===== config.mk =====
export PLATFORM = sky130hd
export DESIGN_NAME = fxp_dot2_top
export DESIGN_NICKNAME = d
export VERILOG_FILES = /design/src/hw/fxp_pkg.sv /design/src/hw/fxp_iter_mult.sv /design/src/hw/fxp_pair_combiner.sv /design/src/hw/wb_fxp_regs.sv /design/src/hw/fxp_dot2_top.sv
export SDC_FILE = /design/constraint.sdc
export NUM_CORES = 1
export LEC_CHECK = 0
export BUFFER_PORTS_ARGS = -buffer_cell sky130_fd_sc_hd__buf_2
export CAP_MARGIN = 20
export CORE_ASPECT_RATIO = 1.4
export CORE_UTILIZATION = 50
export DETAILED_ROUTE_END_ITERATION = 8
export GPL_TIMING_DRIVEN = 0
export PLACE_DENSITY_LB_ADDON = 0.25
export REMOVE_ABC_BUFFERS = 1
export SYNTH_ARGS = -nofsm -noshare
export SYNTH_HDL_FRONTEND = slang
export SYNTH_SLANG_ARGS = --single-unit

===== constraint.sdc =====
create_clock -name clk -period 13.5 [get_ports clk]
set_clock_uncertainty 0.1 [all_clocks]
set_input_delay 1.35 -clock clk [delete_from_list [all_inputs] [get_ports clk]]
set_output_delay 1.35 -clock clk [all_outputs]
set_load 0.02 [all_outputs]

===== src/hw/fxp_pkg.sv =====
// fixed-point two-term product unit, shared definitions
// widths, register map, bus types and the multiplier state encoding

package fxp_pkg;

  // ==================================================
  // widths and value types
  // ==================================================
  localparam int FXP_W = 16;          // operand width
  localparam int WB_ADR_W = 3;        // word address
  localparam int WB_DAT_W = 32;

  typedef logic signed [FXP_W-1:0] fxp_t;
  typedef logic signed [FXP_W:0]   wide_t;    // sum before clamp
  typedef logic [WB_ADR_W-1:0]     wb_adr_t;
  typedef logic [WB_DAT_W-1:0]     wb_data_t;

  localparam fxp_t FXP_MAX = {1'b0, {(FXP_W-1){1'b1}}};
  localparam fxp_t FXP_MIN = {1'b1, {(FXP_W-1){1'b0}}};

  // ==================================================
  // register map
  // ==================================================
  localparam wb_adr_t REG_A0     = 3'd0;
  localparam wb_adr_t REG_B0     = 3'd1;
  localparam wb_adr_t REG_A1     = 3'd2;
  localparam wb_adr_t REG_B1     = 3'd3;
  localparam wb_adr_t REG_CTRL   = 3'd4;  // [0] start, [1] subtract
  localparam wb_adr_t REG_STATUS = 3'd5;  // [0] busy, [1] done, [2] saturated
  localparam wb_adr_t REG_RESULT = 3'd6;

  typedef struct packed {
    fxp_t a;
    fxp_t b;
  } mult_req_t;

  typedef struct packed {
    fxp_t value;
    logic sat;
  } comb_res_t;

  typedef enum logic [1:0] {IDLE, CALC, DONE} mult_state_e;

endpackage


===== src/hw/fxp_iter_mult.sv =====
// iterative signed fixed-point multiplier, one bit of b per clock
// valid/ready on the operand side and on the product side

`timescale 1ns/1ps

module fxp_iter_mult #(
  parameter int FRAC = 8  // fractional bits
) (
  input  logic              clk,
  input  logic              reset,
  input  fxp_pkg::mult_req_t req,
  input  logic              req_val,
  output logic              req_rdy,
  output fxp_pkg::fxp_t     prod,
  output logic              prod_val,
  input  logic              prod_rdy
);

  localparam int ACC_W = 2 * fxp_pkg::FXP_W;       // full product width
  localparam int CNT_W = $clog2(fxp_pkg::FXP_W);

  fxp_pkg::mult_state_e state;
  logic [CNT_W-1:0]    cnt;        // current bit of b
  logic signed [ACC_W-1:0] acc;
  logic signed [ACC_W-1:0] a_sh;   // a, weighted by the current bit
  logic signed [ACC_W-1:0] term;
  fxp_pkg::fxp_t       b_sh;
  logic                last_step;
  logic                accept;

  assign accept    = req_val && req_rdy;
  assign req_rdy   = (state == fxp_pkg::IDLE);
  assign prod_val  = (state == fxp_pkg::DONE);
  assign last_step = (cnt == CNT_W'(fxp_pkg::FXP_W - 1));

  // sign bit of b carries negative weight
  assign term = last_step ? -a_sh : a_sh;

  // drop FRAC bits, keep the low word (wraps)
  assign prod = acc[FRAC +: fxp_pkg::FXP_W];

  // ==================================================
  // control
  // ==================================================
  always_ff @(posedge clk) begin
    if (reset) begin
      state <= fxp_pkg::IDLE;
      cnt   <= '0;
    end else begin
      case (state)
        fxp_pkg::IDLE: begin
          if (req_val) begin
            state <= fxp_pkg::CALC;
            cnt   <= '0;
          end
        end
        fxp_pkg::CALC: begin
          cnt <= cnt + 1'b1;
          if (last_step) begin
            state <= fxp_pkg::DONE;
          end
        end
        fxp_pkg::DONE: begin
          if (prod_rdy) begin
            state <= fxp_pkg::IDLE;  // held until the combiner takes it
          end
        end
        default: state <= fxp_pkg::IDLE;
      endcase
    end
  end

  // ==================================================
  // shift-and-add datapath
  // ==================================================
  always_ff @(posedge clk) begin
    if (accept) begin
      acc  <= '0;
      a_sh <= {{fxp_pkg::FXP_W{req.a[fxp_pkg::FXP_W-1]}}, req.a};  // sign extend
      b_sh <= req.b;
    end else if (state == fxp_pkg::CALC) begin
      if (b_sh[0]) begin
        acc <= acc + term;
      end
      a_sh <= a_sh << 1;
      b_sh <= b_sh >> 1;  // next bit of b into position 0
    end
  end

endmodule


===== src/hw/fxp_pair_combiner.sv =====
// joins the two product streams, adds or subtracts them
// and clamps the sum to the operand range

`timescale 1ns/1ps

module fxp_pair_combiner (
  input  logic               clk,
  input  logic               reset,
  input  fxp_pkg::fxp_t      prod0,
  input  logic               prod0_val,
  input  fxp_pkg::fxp_t      prod1,
  input  logic               prod1_val,
  output logic               prod_rdy,
  input  logic               subtract,
  output fxp_pkg::comb_res_t res,
  output logic               res_val
);

  fxp_pkg::wide_t sum;
  logic           both;
  logic           ovf;

  // consume only when both products are here
  assign both     = prod0_val && prod1_val;
  assign prod_rdy = both;

  assign sum = subtract ? fxp_pkg::wide_t'(prod0) - fxp_pkg::wide_t'(prod1)
                        : fxp_pkg::wide_t'(prod0) + fxp_pkg::wide_t'(prod1);

  // top two bits disagree when the sum leaves the 16-bit range
  assign ovf = sum[fxp_pkg::FXP_W] != sum[fxp_pkg::FXP_W-1];

  always_ff @(posedge clk) begin
    if (reset) begin
      res_val <= 1'b0;
    end else begin
      res_val <= both;  // one-clock pulse
    end
  end

  always_ff @(posedge clk) begin
    if (both) begin
      if (ovf) begin
        res.value <= sum[fxp_pkg::FXP_W] ? fxp_pkg::FXP_MIN : fxp_pkg::FXP_MAX;
      end else begin
        res.value <= sum[fxp_pkg::FXP_W-1:0];
      end
      res.sat <= ovf;
    end
  end

endmodule


===== src/hw/wb_fxp_regs.sv =====
// wishbone classic register block for the two-term product unit
// holds operands, control, status and result, and launches each job

`timescale 1ns/1ps

module wb_fxp_regs (
  input  logic               clk,
  input  logic               reset,
  input  logic               wb_cyc,
  input  logic               wb_stb,
  input  logic               wb_we,
  input  fxp_pkg::wb_adr_t   wb_adr,
  input  fxp_pkg::wb_data_t  wb_dat_w,
  output fxp_pkg::wb_data_t  wb_dat_r,
  output logic               wb_ack,
  output fxp_pkg::mult_req_t req0,
  output fxp_pkg::mult_req_t req1,
  output logic               req_val,
  input  logic               req_rdy0,
  input  logic               req_rdy1,
  output logic               subtract,
  input  fxp_pkg::comb_res_t res,
  input  logic               res_val
);

  fxp_pkg::fxp_t     a0, b0, a1, b1;  // software copies
  fxp_pkg::fxp_t     result;
  fxp_pkg::wb_data_t rd_data;
  logic ctrl_sub;
  logic busy, done, sat;
  logic req_seen;
  logic wr;
  logic start;

  function automatic fxp_pkg::wb_data_t sext(input fxp_pkg::fxp_t v);
    return {{(fxp_pkg::WB_DAT_W - fxp_pkg::FXP_W){v[fxp_pkg::FXP_W-1]}}, v};
  endfunction

  assign req_seen = wb_cyc && wb_stb && !wb_ack;  // new request, not yet acked
  assign wr       = req_seen && wb_we;
  assign start    = wr && (wb_adr == fxp_pkg::REG_CTRL) && wb_dat_w[0] && !busy;

  // ==================================================
  // read mux
  // ==================================================
  always_comb begin
    case (wb_adr)
      fxp_pkg::REG_A0:     rd_data = sext(a0);
      fxp_pkg::REG_B0:     rd_data = sext(b0);
      fxp_pkg::REG_A1:     rd_data = sext(a1);
      fxp_pkg::REG_B1:     rd_data = sext(b1);
      fxp_pkg::REG_CTRL:   rd_data = {{(fxp_pkg::WB_DAT_W-2){1'b0}}, ctrl_sub, 1'b0};
      fxp_pkg::REG_STATUS: rd_data = {{(fxp_pkg::WB_DAT_W-3){1'b0}}, sat, done, busy};
      fxp_pkg::REG_RESULT: rd_data = sext(result);
      default:             rd_data = '0;
    endcase
  end

  // operand registers, written even while busy
  always_ff @(posedge clk) begin
    if (wr) begin
      case (wb_adr)
        fxp_pkg::REG_A0: a0 <= wb_dat_w[fxp_pkg::FXP_W-1:0];
        fxp_pkg::REG_B0: b0 <= wb_dat_w[fxp_pkg::FXP_W-1:0];
        fxp_pkg::REG_A1: a1 <= wb_dat_w[fxp_pkg::FXP_W-1:0];
        fxp_pkg::REG_B1: b1 <= wb_dat_w[fxp_pkg::FXP_W-1:0];
        default: ;
      endcase
    end
    if (req_seen) begin
      wb_dat_r <= rd_data;
    end
  end

  // job snapshot, the running job never sees later writes
  always_ff @(posedge clk) begin
    if (start) begin
      req0 <= '{a: a0, b: b0};
      req1 <= '{a: a1, b: b1};
    end
  end

  // ==================================================
  // bus ack, job start and done tracking
  // ==================================================
  always_ff @(posedge clk) begin
    if (reset) begin
      wb_ack   <= 1'b0;
      ctrl_sub <= 1'b0;
      subtract <= 1'b0;
      req_val  <= 1'b0;
      busy     <= 1'b0;
      done     <= 1'b0;
      sat      <= 1'b0;
      result   <= '0;
    end else begin
      wb_ack <= req_seen;  // single-clock ack
      if (wr && wb_adr == fxp_pkg::REG_CTRL) begin
        ctrl_sub <= wb_dat_w[1];
      end
      if (start) begin
        subtract <= wb_dat_w[1];  // level for the whole job
        req_val  <= 1'b1;
        busy     <= 1'b1;
        done     <= 1'b0;
        sat      <= 1'b0;
      end else if (req_val && req_rdy0 && req_rdy1) begin
        req_val <= 1'b0;  // both multipliers took it
      end
      if (res_val) begin
        result <= res.value;
        sat    <= res.sat;
        done   <= 1'b1;
        busy   <= 1'b0;
      end
    end
  end

endmodule


===== src/hw/fxp_dot2_top.sv =====
// two-term fixed-point product unit, top level
// register block feeding two parallel multipliers and a combiner

`timescale 1ns/1ps

module fxp_dot2_top #(
  parameter int FRAC = 8  // fractional bits, 1 to 15
) (
  input  logic              clk,
  input  logic              reset,
  input  logic              wb_cyc,
  input  logic              wb_stb,
  input  logic              wb_we,
  input  fxp_pkg::wb_adr_t  wb_adr,
  input  fxp_pkg::wb_data_t wb_dat_w,
  output fxp_pkg::wb_data_t wb_dat_r,
  output logic              wb_ack
);

  fxp_pkg::mult_req_t req0, req1;
  logic               req_val;
  logic               req_rdy0, req_rdy1;
  fxp_pkg::fxp_t      prod0, prod1;
  logic               prod0_val, prod1_val;
  logic               prod_rdy;   // shared, products leave together
  logic               subtract;
  fxp_pkg::comb_res_t res;
  logic               res_val;

  wb_fxp_regs u_regs (
    .clk      (clk),
    .reset    (reset),
    .wb_cyc   (wb_cyc),
    .wb_stb   (wb_stb),
    .wb_we    (wb_we),
    .wb_adr   (wb_adr),
    .wb_dat_w (wb_dat_w),
    .wb_dat_r (wb_dat_r),
    .wb_ack   (wb_ack),
    .req0     (req0),
    .req1     (req1),
    .req_val  (req_val),
    .req_rdy0 (req_rdy0),
    .req_rdy1 (req_rdy1),
    .subtract (subtract),
    .res      (res),
    .res_val  (res_val)
  );

  // ==================================================
  // multipliers, A0*B0 and A1*B1
  // ==================================================
  fxp_iter_mult #(.FRAC(FRAC)) u_mult0 (
    .clk      (clk),
    .reset    (reset),
    .req      (req0),
    .req_val  (req_val),
    .req_rdy  (req_rdy0),
    .prod     (prod0),
    .prod_val (prod0_val),
    .prod_rdy (prod_rdy)
  );

  fxp_iter_mult #(.FRAC(FRAC)) u_mult1 (
    .clk      (clk),
    .reset    (reset),
    .req      (req1),
    .req_val  (req_val),
    .req_rdy  (req_rdy1),
    .prod     (prod1),
    .prod_val (prod1_val),
    .prod_rdy (prod_rdy)
  );

  fxp_pair_combiner u_comb (
    .clk       (clk),
    .reset     (reset),
    .prod0     (prod0),
    .prod0_val (prod0_val),
    .prod1     (prod1),
    .prod1_val (prod1_val),
    .prod_rdy  (prod_rdy),
    .subtract  (subtract),
    .res       (res),
    .res_val   (res_val)
  );

endmodule


==> flow_summary_export.csv <==
group,metric,value,unit
worst_setup_path,crit_family,"simple AND/OR/NAND/NOR gates",
cts,h-tree-depth,1,
synthesis,synth_top_area_cell,"edfxtp_1",
pwr,leakagePower,6.86,nW
worst_setup_path,cpMostUsedCell,"a21o_1",
routing,drc,0,
worst_hold_path,worstHoldEndpoint,"u_regs.req1[16]",
synthesis,synthMuxAreaShare,3.98,%
synthesis,synth_commonest_cells,"293 x nand2_1, 241 x edfxtp_1, 103 x a21oi_1, 95 x nor2_1, 84 x dfxtp_1",
worst_setup_path,r2r-end,"u_mult1.acc[23]",
timing,holdWs,347,ps
worst_setup_path,r2r-start,"u_mult1.a_sh[3]",
worst_setup_path,crit_buf_inv,0,
global_routing,antenna_found_initial,0,
worst_setup_path,arrival,5120,ps
job,maxCapViolCount,0,
worst_setup_path,crit_path_cell_trace,"or3_1, or2_2, nor2_1, nand2_1, or2_2, o21ai_0, xnor2_1, ha_1, a21o_1, a21o_1, a221o_1, a21o_1, a31oi_4, o21ai_2, mux2_1, or3_1",
worst_hold_path,holdPathStages,0,
synthesis,synth.area.top_cells,"edfxtp_1 44%, dfxtp_1 10%, nand2_1 6.7%, ha_1 5.2%, xnor2_1 3.9%",
synthesis,synth_top_area_share,44.0,%
floorplanning,pin_count,73,
global_routing,grt_pass1_wl,60.7,mm
synthesis,ys_seq_area_share,54.2,%
synthesis,synth.distinct_cells,86,
floorplanning,fp.dieH,217,um
routing,post_drt_wl_per_cell,19.2,um
cts,clkSinkCount,325,
cts,clk_latency,560,ps
synthesis,synth_warnings,0,
timing,finalCritPeriodShare,35.4,%
worst_setup_path,cp_max_fo,6,
cts,cts_tree,"built",
routing,dr.pass1.iters,4,
synthesis,ys_ff_latch,325,
synthesis,async_flop_share,0,%
synthesis,synth_most_common_cell,"nand2_1",
cts,clockBufferDepth,3,
floorplanning,die_w,155,um
cts,ctsHoldBuffers,0,
cts,postCtsSetupRepairBufs,0,
timing,tns,0,ps
pwr,cellPowerDensity,138,nW/um^2
synthesis,synthCells,1521,
cts,cts_made_buffers,30,
layout,drive_above_1_share,11.1,%
layout,finalNetCount,1653,
global_routing,grt_pass1_vias,11300,
routing,drtAntennaViolNets,0,
timing,hold_violations,0,
pwr,ir_drop,0.121,mV
worst_setup_path,critPathRequiredTime,13840,ps
layout,n_antenna_cell,0,
floorplanning,initial_core_util,50.8,%
worst_hold_path,hp-start,"u_regs.a1[0]",
routing,drt_iter0_drc,630,
global_routing,grtUsageTotal,23.4,%
timing,worst_slew_pin_slew,1090,ps
synthesis,synth_top_family_by_area,"simple AND/OR/NAND/NOR gates",
placed_design,port_buffers,56,
timing,setup_viol,0,
cts,cts.repair.resized,0,
cts,clk_pin_slew,60,ps
timing,drv_slew,0,
synthesis,synth_ff_type,"edfxtp_1",
synthesis,synth-compound-area-share,12.2,%
timing,layout_min_cycle_time,4770,ps
synthesis,synth_edf_count,241,
worst_setup_path,ff2ff_setup_slack,8730,ps
layout,syn2layout_area_growth,10.1,%
global_routing,grt_overflow,0,
timing,rsz0062_at_grt,"no",
synthesis,synthSimpleGateAreaFrac,14.1,%
synthesis,syn_area,16500,sq um
floorplanning,dieArea,33700,sq um
synthesis,synth_xor_area_share,5.73,%
timing,maxSlewHeadroom,27.0,%
worst_setup_path,cp-end-kind,"register",
worst_setup_path,criticalPathCategory,"reg -> reg",
floorplanning,coreArea,32400,sq um
routing,routed_wl,38.6,mm
placed_design,dpl.hpwl,28.0,mm
routing,vias,11316,
timing,timing.fmax,209,MHz
routing,viasPerCell,5.64,
floorplanning,rows,78,
worst_setup_path,rr_worst_depth,16,
synthesis,syn_avg_cell_area,10.8,sq um
worst_setup_path,start_kind,"register",
global_routing,grt_start_max_net_pins,45,
placed_design,gp_congestion,0.861,
worst_hold_path,hold_class,"reg -> reg",
cts,cts_root_buffer,"clkbuf_16",
worst_setup_path,worst_path_largest_cell_delay,460,ps
outcome,status,"completed",
synthesis,synthAdderAreaFrac,6.51,%
worst_setup_path,cp_slowest_cell,"edfxtp_1",
metal layers:
layer | up-vias | share of wire (%) | track usage, %
met1 | 5456 | 40 | 27.5
met5 | - | 0 | 0
met2 | 266 | 52 | 43.0
met3 | 74 | 3.7 | 2.36
li1 | 5520 | - | -
met4 | 0 | 4.1 | 10.4
placed cells by master (no fill, tap or decap), types with 25 or more instances in the layout:
cell type and count:
a21o_1 38, a21oi_1 103, buf_2 56, clkbuf_16 32
dfxtp_1 84, edfxtp_1 241, ha_1 68, inv_1 43
mux2i_1 25, nand2_1 291, nor2_1 92, o21ai_0 65
xnor2_1 73, xor2_1 30
how the worst max path moves through the flow:
stage                          from              end  slack, ps  cells after the start
finish              u_mult1.a_sh[3]  u_mult1.acc[23]       8730                     16
global route        u_mult1.a_sh[2]  u_mult1.acc[23]       8500                     14
CTS                 u_mult1.a_sh[3]  u_mult1.acc[23]       8720                     16
detailed placement  u_mult1.a_sh[3]  u_mult1.acc[23]       8720                     16
global placement             wb_cyc   u_regs.req1[8]       6800                      7
floorplan                    wb_cyc   u_regs.req0[0]       8590                      6
logic make-up after synthesis:
| logic type | count (synthesis) |
|---|---|
| xor gates and xnor gates | 106 |
| buffers and inverters | 123 |
| adders and majority gates | 86 |
| and+or+nand+nor | 523 |
| DFF | 325 |
| AOI/OAI and AO/OA | 313 |
| muxes | 45 |
sequential cells by signal (all words and copies together), names as in the netlist, 2 cells and up:
name,count
u_regs.result,16
u_regs.b0,16
u_mult0.acc,24
u_regs.req0,32
u_mult0.cnt,4
u_mult1.b_sh,16
u_regs.a0,16
u_mult1.acc,24
u_regs.a1,16
u_mult0.a_sh,24
u_mult0.state,2
u_regs.wb_dat_r,16
u_mult1.a_sh,24
u_regs.b1,16
u_comb.res,17
u_mult0.b_sh,16
u_regs.req1,32
u_mult1.cnt,4
u_mult1.state,2
power breakdown:
part | switching [W] | internal (W) | leakage (nW)
Combinational | 0.000275 | 0.000221 | 3.51
Clock | 0.000362 | 0.000505 | 0.489
Sequential | 0.0000301 | 0.00111 | 2.86
through the flow:
step / cell area (sq um) / worst slack (ps) / total power, W / instances / util, %
floorplan: 16100 / 8590 / 0.00153 / 1444 / -
global placement: 16900 / 6800 / 0.00164 / 1940 / 52.2
detailed placement: 17100 / 8720 / 0.00165 / 1949 / 52.8
CTS: 18100 / 8720 / 0.00252 / 2005 / 55.8
global route: 18100 / 8500 / 0.00261 / 2006 / 55.9
finish: 18100 / 8730 / 0.00250 / 2006 / 55.9
layout make-up:
cell class	instances	area [sq um]
sequential	325	8920
fill	2826	14300
clock inverter	12	163
clock buffer	44	835
multi-input combinational	1073	7040
timing repair buffer	66	444
inverter	46	173
tap	440	551
Power figures use the tool's default switching activity.
